### src/source/alu_params.svh
// ALU width and register map
`ifndef ALU_PARAMS_SVH
`define ALU_PARAMS_SVH

// operand, result and AXI data width
`define ALU_XLEN 64

// one bit per supported operation
`define ALU_CTRL_W 17

`define ALU_AXI_AW 6

// byte offsets of the host registers
`define ALU_REG_SRC1   6'h00
`define ALU_REG_SRC2   6'h08
`define ALU_REG_CMD    6'h10
`define ALU_REG_RESULT 6'h18
`define ALU_REG_STATUS 6'h20

// opcode field in the CMD word
`define ALU_OP_LSB 0
`define ALU_OP_MSB 4

`endif

### src/source/alu_pkg.sv
// ALU shared types
package alu_pkg;

	// opcodes, value equals the control vector bit
	typedef enum logic [4:0] {
		OP_ADD  = 5'd0,
		OP_SUB  = 5'd1,
		OP_SLT  = 5'd2,
		OP_SLTU = 5'd3,
		OP_AND  = 5'd4,
		OP_OR   = 5'd5,
		OP_XOR  = 5'd6,
		OP_SLL  = 5'd7,
		OP_SRL  = 5'd8,
		OP_SRA  = 5'd9,
		OP_LUI  = 5'd10,
		OP_MUL  = 5'd11,
		OP_DIV  = 5'd12,
		OP_REM  = 5'd13,
		OP_MULU = 5'd14,
		OP_DIVU = 5'd15,
		OP_REMU = 5'd16	// 17..31 illegal
	} alu_op_e;

	typedef enum logic [1:0] {
		RESP_OKAY   = 2'b00,
		RESP_SLVERR = 2'b10
	} axil_resp_e;

endpackage

### src/source/alu_result_out.sv
// ALU result read port
`timescale 1ns/1ps
`include "alu_params.svh"

module alu_result_out import alu_pkg::*; (
	input  logic                   clk,
	input  logic                   rst_n,
	input  logic                   res_valid,
	input  logic [`ALU_XLEN-1:0]   result,
	input  logic                   op_valid,
	input  logic                   arvalid,
	input  logic [`ALU_AXI_AW-1:0] araddr,
	input  logic                   rready,
	output logic                   arready,
	output logic                   rvalid,
	output logic [`ALU_XLEN-1:0]   rdata,
	output axil_resp_e             rresp
);

	logic [`ALU_XLEN-1:0] result_q;
	logic                 done;
	logic                 rd_take;
	logic                 rd_hit;
	logic [`ALU_XLEN-1:0] rd_data;

	always_ff @(posedge clk or negedge rst_n) begin
		if (!rst_n) begin
			result_q <= '0;
			done     <= 1'b0;
		end else begin
			if (res_valid) begin
				result_q <= result;
			end
			if (op_valid) begin
				done <= 1'b0;	// new launch
			end else if (res_valid) begin
				done <= 1'b1;
			end
		end
	end

	assign rd_take = arvalid & ~rvalid;
	assign arready = rd_take;

	always_comb begin
		rd_data = '0;
		rd_hit  = 1'b1;
		case (araddr)
			`ALU_REG_RESULT: rd_data = result_q;
			`ALU_REG_STATUS: rd_data = {{(`ALU_XLEN-1){1'b0}}, done};
			default:         rd_hit  = 1'b0;	// unmapped reads zero
		endcase
	end

	always_ff @(posedge clk or negedge rst_n) begin
		if (!rst_n) begin
			rvalid <= 1'b0;
		end else if (rd_take) begin
			rvalid <= 1'b1;
		end else if (rready) begin
			rvalid <= 1'b0;
		end
	end

	always_ff @(posedge clk) begin
		if (rd_take) begin
			rdata <= rd_data;
			rresp <= rd_hit ? RESP_OKAY : RESP_SLVERR;
		end
	end

endmodule

### config.mk
export PLATFORM = sky130hd
export DESIGN_NAME = alu_result_out
export DESIGN_NICKNAME = d
export VERILOG_FILES = /design/src/source/alu_pkg.sv /design/src/source/alu_result_out.sv
export VERILOG_INCLUDE_DIRS = /design/src /design/src/source
export SDC_FILE = /design/constraint.sdc
export NUM_CORES = 1
export LEC_CHECK = 0
export BUFFER_PORTS_ARGS = -buffer_cell sky130_fd_sc_hd__buf_2
export CORE_MARGIN = 5
export CORE_UTILIZATION = 35
export CTS_CLUSTER_DIAMETER = 120
export DETAILED_ROUTE_END_ITERATION = 10
export HOLD_SLACK_MARGIN = 0.08
export SLEW_MARGIN = 10
export SYNTH_ARGS = -nofsm -noshare
export SYNTH_HDL_FRONTEND = slang
export SYNTH_SLANG_ARGS = --single-unit
### constraint.sdc
create_clock -name clk -period 4.3 [get_ports clk]
set_input_delay 0.645 -clock clk [delete_from_list [all_inputs] [get_ports clk]]
set_output_delay 0.645 -clock clk [all_outputs]
set_load 0.05 [all_outputs]
==> reports/metrics.yaml <==
synth_area_sq_um: 5220
max_cap_violations: 0
synth_cells: 426
syn_nets: 502
use_met2: 0.204
routed-via-count: 3376
max_slew_margin: 0.215
place_area_sq_um: 6030
synth_seq_cells: 131
die_area_sq_um: 17500
cts_sinks: 131
grt_overflow: 0
fmax_mhz: 490
worstSetupStartpointType: "input pin"
post-route-period-util: 0.475
cellPowerDensity_nw_per_um2: 491
yosysTopAreaCell: "edfxtp_1"
clkPwrFrac: 0.445
detailed_place_hpwl_mm: 6.68
cts_hold_buffers: 0
worst_ir_drop_vdd_mv: 0.210
grt_usage: 0.129
cts_buffers: 17
clock_path_buffers: 2
r2r_cells: 2
synth_top_area_share: 0.374
hold_violations: 0
multi_input_area_sq_um: 1220
tightestPinTransition_ps: 1170
drt.antenna.violating_nets: 0
yosysUniqueCellTypes: 23
cp_data_required_time_ps: 4540
htree_levels: 4
cts-resized-gates: 0
grt_busiest_layer: "met2"
pwr-share-seq: 0.443
timing_worst_setup_path_type: "in -> reg"
synth.avg_cell_area_sq_um: 12.3
swShare: 0.252
cts_setup_buffers: 0
clk_latency_ps: 410
ys_warn_count: 0
io_buffer_count: 142
arrival_ps: 2280
post_drt_wl_per_cell_um: 14.3
clock_skew_ps: 5.87
drc: 0
wirelength_mm: 10.8
grt_pass1_wl_mm: 18.0
grt_max_degree: 129
die_x_um: 132
drive_above_1_share: 0.393
final_cells: 757
first_global_vias: 3551
hold_path.class: "in -> async"
dp_slack_ps: 1860
grt_util_met3: 0.0477
rsz0062_at_grt: "false"
fin_area_sq_um: 6630
viasPerCell: 4.46
n_antenna_cell: 0
synth_area_leaders: "edfxtp_1 37%, dfrtp_1 32%, nor3_2 9.4%"
use_met1: 0.158
status: "finished clean"
post-route-min-period_ps: 2040
finalSetupTns_ps: 0
drt_iter0_drc: 151
p_int_mw: 2.43
num-fill-cells: 1370
drv_slew: 0
dp_cells: 725
finalWorstSetupSlack_ps: 2260
antenna_found_initial: 2
crit_path_end_kind: "register"
num_rows: 44
syn_to_final_growth_pct: 26.9
start_util: 0.358
critPathMaxFanout: 42
gp_congestion: 0.676
drt_first_pass_iters: 4
seqCellArea_sq_um: 3600
ys_seq_area_frac: 0.690
die_h_um: 132
num_io_pins: 144
finish.utilization: 0.454
cts-root-buf: "clkbuf_16"
finalNetCount: 636
power_switching_mw: 0.819
power.leakage_nw: 2.88
cts.clk_slew.worst_paths_ps: 60
p_comb_frac: 0.112
cts_tree: "done"
fp.coreArea_sq_um: 14600
setup_viol: 0
[cells in the final DEF, fill, tap and decap left out, drive strengths merged]
| cell | synthesis | layout |
|---|---|---|
| nor2 | 3 | 3 |
| o21ai | 63 | 63 |
| conb | 1 | 1 |
| clkinvlp | 0 | 1 |
| clkbuf | 10 | 21 |
| edfxtp | 65 | 65 |
| a21o | 1 | 1 |
| inv | 63 | 63 |
| dfrtp | 66 | 66 |
| nand3b | 1 | 1 |
| a21oi | 2 | 2 |
| nor2b | 1 | 1 |
| or3 | 1 | 1 |
| or3b | 1 | 1 |
| or4bb | 1 | 1 |
| mux2 | 1 | 1 |
| buf | 19 | 144 |
| nor3 | 63 | 63 |
| nand2 | 63 | 63 |
| nand4b | 1 | 1 |
| clkinv | 0 | 7 |
| bufinv | 0 | 3 |
[state kept, by name, indices dropped and copies added, names as in the netlist]
register	cells
rdata	64
result_q	64
done	1
rresp	1
rvalid	1
[logic make-up (layout without fill, tap and decap cells)]
kind of cell | after synthesis | in the layout | share of synthesized area
AO/OA/AOI/OAI | 66 | 66 | 0.0637
buffers and inverters | 92 | 239 | 0.0781
flip-flops | 131 | 131 | 0.690
multiplexers | 1 | 1 | 0.00216
other | 1 | 1 | 0.000718
AND/OR/NAND/NOR | 135 | 135 | 0.165
[worst paths after layout]
| path | start | to | slack [ps] |
|---|---|---|---|
| max in group asynchronous | rst_n | result_q[43]$_DFFE_PN0P_ | 3350 |
| max reg2reg | rvalid$_DFFE_PN0P_ | rdata[39]$_DFFE_PP_ | 2650 |
| min in group clk | op_valid | done$_DFFE_PN0P_ | 390 |
| max | araddr[5] | rdata[2]$_DFFE_PP_ | 2260 |
| min | rst_n | rvalid$_DFFE_PN0P_ | 350 |
| min reg2reg | done$_DFFE_PN0P_ | done$_DFFE_PN0P_ | 500 |
[through the flow]
step	hold WS [ps]	power [mW]
finish	352	3.25
global route	371	3.39
CTS	366	3.30
detailed placement	501	1.84
global placement	480	1.83
floorplan	349	1.72
[metal layers]
layer  share of wire  wire length [um]
met5          0.0013                14
met4           0.023               246
met3           0.070               757
met2            0.46              5020
met1            0.44              4820
[area by class of cell]
cell class	instances	share of cell area
repair buffers	144	0.112
inverters	63	0.0357
multi-input cells	203	0.184
clock buffers	21	0.0695
flip-flops and latches	131	0.544
clock inverters	11	0.0202
well taps	184	0.0347
[cells in the mapped netlist (all sizes together)]
master   n
o21ai   63
mux2     1
dfrtp   66
nand4b   1
a21oi    2
inv     63
nand3b   1
nor3    63
edfxtp  65
nor2     3
conb     1
clkbuf  10
nand2   63
or3      1
buf     19
or3b     1
nor2b    1
a21o     1
or4bb    1
[critical path, cell delays in order]
cell and delay (ps):
buf_2 110, nand3b_1 820, buf_12 530, nor3_2 140
[power by group through the flow]
| stage | Clock, mW | Sequential [mW] | Combinational, mW |
|---|---|---|---|
| 2_1_floorplan | 0 | 1.59 | 0.129 |
| 3_3_place_gp | 0 | 1.46 | 0.365 |
| 3_5_place_dp | 0 | 1.47 | 0.371 |
| 4_1_cts | 1.48 | 1.44 | 0.373 |
| 5_1_grt | 1.54 | 1.45 | 0.401 |
| 6_report | 1.45 | 1.44 | 0.365 |
Power figures use the tool's default switching activity.
