[config.mk]
export PLATFORM = sky130hd
export DESIGN_NAME = alu_cmd_in
export DESIGN_NICKNAME = d
export VERILOG_FILES = /design/src/source/alu_pkg.sv /design/src/source/alu_cmd_in.sv
export VERILOG_INCLUDE_DIRS = /design/src /design/src/source
export SDC_FILE = /design/constraint.sdc
export NUM_CORES = 1
export LEC_CHECK = 0
export BUFFER_PORTS_ARGS = -buffer_cell sky130_fd_sc_hd__buf_2
export CAP_MARGIN = 5
export CORE_ASPECT_RATIO = 0.9
export CORE_MARGIN = 10
export CORE_UTILIZATION = 45
export CTS_BUF_LIST = sky130_fd_sc_hd__clkbuf_4
export DETAILED_ROUTE_END_ITERATION = 16
export GPL_ROUTABILITY_DRIVEN = 0
export PLACE_DENSITY_LB_ADDON = 0.3
export SYNTH_ARGS = -nofsm -noshare
export SYNTH_HDL_FRONTEND = slang
export SYNTH_SLANG_ARGS = --single-unit
[constraint.sdc]
create_clock -name clk -period 2 [get_ports clk]
set_input_delay 0.4 -clock clk [delete_from_list [all_inputs] [get_ports clk]]
set_output_delay 0.4 -clock clk [all_outputs]
set_load 0.02 [all_outputs]
[src/source/alu_params.svh]
// ALU width and register map
`ifndef ALU_PARAMS_SVH
`define ALU_PARAMS_SVH

// operand, result and AXI data width
`define ALU_XLEN 64

// one bit per supported operation
`define ALU_CTRL_W 17

`define ALU_AXI_AW 6

// byte offsets of the host registers
`define ALU_REG_SRC1   6'h00
`define ALU_REG_SRC2   6'h08
`define ALU_REG_CMD    6'h10
`define ALU_REG_RESULT 6'h18
`define ALU_REG_STATUS 6'h20

// opcode field in the CMD word
`define ALU_OP_LSB 0
`define ALU_OP_MSB 4

`endif

[src/source/alu_pkg.sv]
// ALU shared types
package alu_pkg;

	// opcodes, value equals the control vector bit
	typedef enum logic [4:0] {
		OP_ADD  = 5'd0,
		OP_SUB  = 5'd1,
		OP_SLT  = 5'd2,
		OP_SLTU = 5'd3,
		OP_AND  = 5'd4,
		OP_OR   = 5'd5,
		OP_XOR  = 5'd6,
		OP_SLL  = 5'd7,
		OP_SRL  = 5'd8,
		OP_SRA  = 5'd9,
		OP_LUI  = 5'd10,
		OP_MUL  = 5'd11,
		OP_DIV  = 5'd12,
		OP_REM  = 5'd13,
		OP_MULU = 5'd14,
		OP_DIVU = 5'd15,
		OP_REMU = 5'd16	// 17..31 illegal
	} alu_op_e;

	typedef enum logic [1:0] {
		RESP_OKAY   = 2'b00,
		RESP_SLVERR = 2'b10
	} axil_resp_e;

endpackage

[src/source/alu_cmd_in.sv]
// ALU command write port
`timescale 1ns/1ps
`include "alu_params.svh"

module alu_cmd_in import alu_pkg::*; (
	input  logic                   clk,
	input  logic                   rst_n,
	input  logic                   awvalid,
	input  logic [`ALU_AXI_AW-1:0] awaddr,
	input  logic                   wvalid,
	input  logic [`ALU_XLEN-1:0]   wdata,
	input  logic [`ALU_XLEN/8-1:0] wstrb,	// strobes ignored
	input  logic                   bready,
	output logic                   awready,
	output logic                   wready,
	output logic                   bvalid,
	output axil_resp_e             bresp,
	output logic                   op_valid,
	output logic [`ALU_CTRL_W-1:0] alu_control,
	output logic [`ALU_XLEN-1:0]   src1,
	output logic [`ALU_XLEN-1:0]   src2
);

	logic                   wr_take;
	logic                   hit_src1;
	logic                   hit_src2;
	logic                   hit_cmd;
	logic                   wr_ok;
	logic                   launch;
	alu_op_e                cmd_op;
	logic                   cmd_legal;
	logic [`ALU_CTRL_W-1:0] ctrl_dec;

	// no new write while a response is pending
	assign wr_take = awvalid & wvalid & ~bvalid;
	assign awready = wr_take;
	assign wready  = wr_take;

	assign hit_src1 = (awaddr == `ALU_REG_SRC1);
	assign hit_src2 = (awaddr == `ALU_REG_SRC2);
	assign hit_cmd  = (awaddr == `ALU_REG_CMD);

	assign cmd_op    = alu_op_e'(wdata[`ALU_OP_MSB:`ALU_OP_LSB]);
	assign cmd_legal = (cmd_op <= OP_REMU);
	assign ctrl_dec  = {{(`ALU_CTRL_W-1){1'b0}}, 1'b1} << cmd_op;

	assign wr_ok  = hit_src1 | hit_src2 | (hit_cmd & cmd_legal);
	assign launch = wr_take & hit_cmd & cmd_legal;

	always_ff @(posedge clk or negedge rst_n) begin
		if (!rst_n) begin
			bvalid <= 1'b0;
		end else if (wr_take) begin
			bvalid <= 1'b1;
		end else if (bready) begin
			bvalid <= 1'b0;
		end
	end

	// held until the next accepted write
	always_ff @(posedge clk) begin
		if (wr_take) begin
			if (wr_ok) begin
				bresp <= RESP_OKAY;
			end else begin
				bresp <= RESP_SLVERR;
			end
		end
	end

	always_ff @(posedge clk or negedge rst_n) begin
		if (!rst_n) begin
			src1 <= '0;
			src2 <= '0;
		end else if (wr_take) begin
			if (hit_src1) begin
				src1 <= wdata;
			end
			if (hit_src2) begin
				src2 <= wdata;
			end
		end
	end

	// launch pulse lines up with bvalid
	always_ff @(posedge clk or negedge rst_n) begin
		if (!rst_n) begin
			op_valid    <= 1'b0;
			alu_control <= '0;
		end else begin
			op_valid <= launch;
			if (launch) begin
				alu_control <= ctrl_dec;
			end
		end
	end

endmodule

==> flow_summary.toml <==
[worst_setup_path]
crit_path_end_kind = "register"
r2r-start = "bvalid$_DFFE_PN0P_"
worstReg2RegEnd = "src1[27]$_DFFE_PN0P_"
worst_setup_path_start_kind = "register"
worstPathRequired_ns = 2.40
crit_type = "reg -> reg"
worstPathMaxFanout = 16
r2r_slack_ns = 0.11
cp_data_arrival_time_ns = 2.29
reg2reg_depth = 6

[power]
ir_drop_mv = 0.495
p_leak_nw = 4.22
p_clk_frac = 0.276
comb_power_share = 0.151
swShare = 0.275
p_int_mw = 4.13
p_per_area_nw_per_um2 = 771
p_sw_mw = 1.57
p_seq_frac = 0.572
power_mw = 5.70

[clock_tree]
htree_levels = 4
cts.sinks = 148
cts_root_buf = "clkbuf_4"
worstSkewPairLatency_ns = 0.52
numCtsBuffers = 17
clk_pin_slew_ns = 0.12
clockBufferDepth = 2
cts_tree = "built"

[timing]
final-hold-violation-count = 0
fmax_mhz = 528
relSlewSlack = 0.627
clock_skew_ns = 0.0164
setup_tns_ns = 0
rsz0062_at_grt = "false"
setup_violations = 0
final_max_slew_viol_count = 0
fin_crit_sh = 0.947
tightest_slew_ns = 0.554
post-route-min-period_ns = 1.89

[synthesis]
synth_top_area_frac = 0.651
synthArstFlopShare = 0.993
synth.ff_latch_count = 148
synth_nets = 426
yosysTopAreaCell = "dfrtp_1"
synth-main-ff-cell = "dfrtp_1"
synth.avg_cell_area_um2 = 16.5
netlist_area_um2 = 5650
ys_seq_area_frac = 0.656
postSynthCellCount = 343
synthTopCellsByArea = "dfrtp_1 65%, mux2_2 25%, a32o_1 2.5%"
ys_warn_count = 0
synth_cell_types = 32
synth-edff-count = 1

[routing]
ant_nets = 0
wl_met1_um = 5850
num_vias = 3867
dr_wl_met2_um = 7680
routedWlPerCell_um = 19.3
viasPerCell = 5.05
dr.pass1.iters = 4
drt_iter0_drc = 144
maxUsedRoutingLayer = "met4"
drc = 0
met3_length_um = 1000
drt_wl_total_um = 14800

[place]
hpwl_um = 11400
io_buffers = 224

[cells_and_area]
num-nets-final = 677
final_common_cell = "buf_2"
drive_above_1_share = 0.659
area_growth_pct = 30.9
layout_common_cells = "221 x buf_2, 147 x dfrtp_1, 123 x mux2_2, 20 x clkbuf_4, 15 x buf_4"
fillers = 1003

[global_route]
grt_overflow = 0
antenna_found_initial = 1
grt_max_degree = 47
grt_pass1_wl_um = 23200
grt_use_total = 0.167
grt_pass1_vias = 4125

[run_status]
status = "complete, no violations"

[job]
cap_violations = 0

[worst_hold_path]
whs_endpoint = "src1[40]$_DFFE_PN0P_"
hp-start = "wdata[40]"
hold_class = "in -> reg"
holdPathStages = 2

[die]
rows = 38
top_level_ports = 234
die_w_um = 138
die_h_um = 126
start_util = 0.464
coreArea_um2 = 12200
die-area_um2 = 17400
## layout make-up
type | instances | area [µm²] | area share
Clock inverter | 9 | 66.3 | 0.00897
Tap cell | 160 | 200 | 0.0271
Clock buffer | 20 | 150 | 0.0203
Timing Repair Buffer | 250 | 1450 | 0.197
Sequential cell | 148 | 3710 | 0.502
Antenna cell | 1 | 2.50 | 0.000339
Multi-Input combinational cell | 172 | 1790 | 0.243
Inverter | 5 | 18.8 | 0.00254
## cells by family (layout without fill, tap and decap cells)
group                  Yosys count  after routing  synth area share
muxes                          128            128             0.255
AOI/OAI and AO/OA               19             19            0.0315
and+or+nand+nor                 24             24            0.0301
DFF                            148            148             0.656
buffers and inverters           23            284            0.0261
other                            1              2          0.000664
## critical path: stages, from the launching register on
cell and delay (ns):
dfrtp_1 0.42, nand3b_1 0.23, buf_4 0.18, nor4_4 0.23, buf_4 0.20, buf_12 0.16
mux2_2 0.35
## how the worst max path moves through the flow
| stage | from | endpoint | slack [ns] | cells past startpoint |
|---|---|---|---|---|
| CTS | bvalid$_DFFE_PN0P_ | awready | -0.02 | 4 |
| floorplan | awaddr[1] | src1[34]$_DFFE_PN0P_ | -0.10 | 4 |
| detailed placement | awaddr[1] | src1[15]$_DFFE_PN0P_ | -0.12 | 6 |
| global placement | awaddr[1] | src1[19]$_DFFE_PN0P_ | -0.1 | 6 |
| global route | bvalid$_DFFE_PN0P_ | src1[27]$_DFFE_PN0P_ | 0.01 | 6 |
| finish | bvalid$_DFFE_PN0P_ | src1[27]$_DFFE_PN0P_ | 0.11 | 6 |
## flip-flops by register name, indices dropped and copies added, names as in the netlist
signal and count:
src1 64, src2 64, alu_control 17, bresp 1
bvalid 1, op_valid 1
## synth_stat cells, drive strengths merged, types with 2 or more instances
| cell type | instances |
|---|---|
| nor3 | 2 |
| or4 | 2 |
| nand3b | 2 |
| buf | 15 |
| mux2 | 128 |
| inv | 5 |
| a32o | 14 |
| nor2 | 3 |
| clkbuf | 3 |
| nor2b | 3 |
| dfrtp | 147 |
| nor4 | 4 |
## repair_timing
item	CTS	global route
pin swaps	0	0
setup endpoints to repair	2	2
hold endpoints to repair	42	0
setup buffers	1	0
hold buffers	2	0
resized for setup	0	4
## layer usage
layer | global-route usage | vias to the layer above
li1 | - | 1754
met1 | 0.185 | 1977
met2 | 0.287 | 122
met3 | 0.0642 | 14
met4 | 0.0601 | 0
met5 | 0 | -
## power groups by stage
stage	clock network, mW	registers, mW	logic, mW
after global placement	0	3.31	0.848
after global routing	1.77	3.29	0.926
after detailed placement	0	3.32	0.871
after CTS	1.63	3.26	0.878
after floorplan	0	3.55	0.191
final	1.58	3.26	0.862
## stage by stage
| step | hold WS, ns | utilization | cell area (µm²) | worst slack (ns) | instances |
|---|---|---|---|---|---|
| CTS | 0.0368 | 0.607 | 7380 | -0.0196 | 765 |
| global placement | 0.377 | 0.587 | 7140 | -0.0971 | 733 |
| detailed placement | 0.379 | 0.587 | 7140 | -0.119 | 733 |
| finish | 0.107 | 0.607 | 7390 | 0.106 | 765 |
| floorplan | 0.104 | - | 5650 | -0.103 | 343 |
| global route | 0.0314 | 0.607 | 7390 | 0.0105 | 765 |
Note: power is estimated with default switching activity, not from simulation.
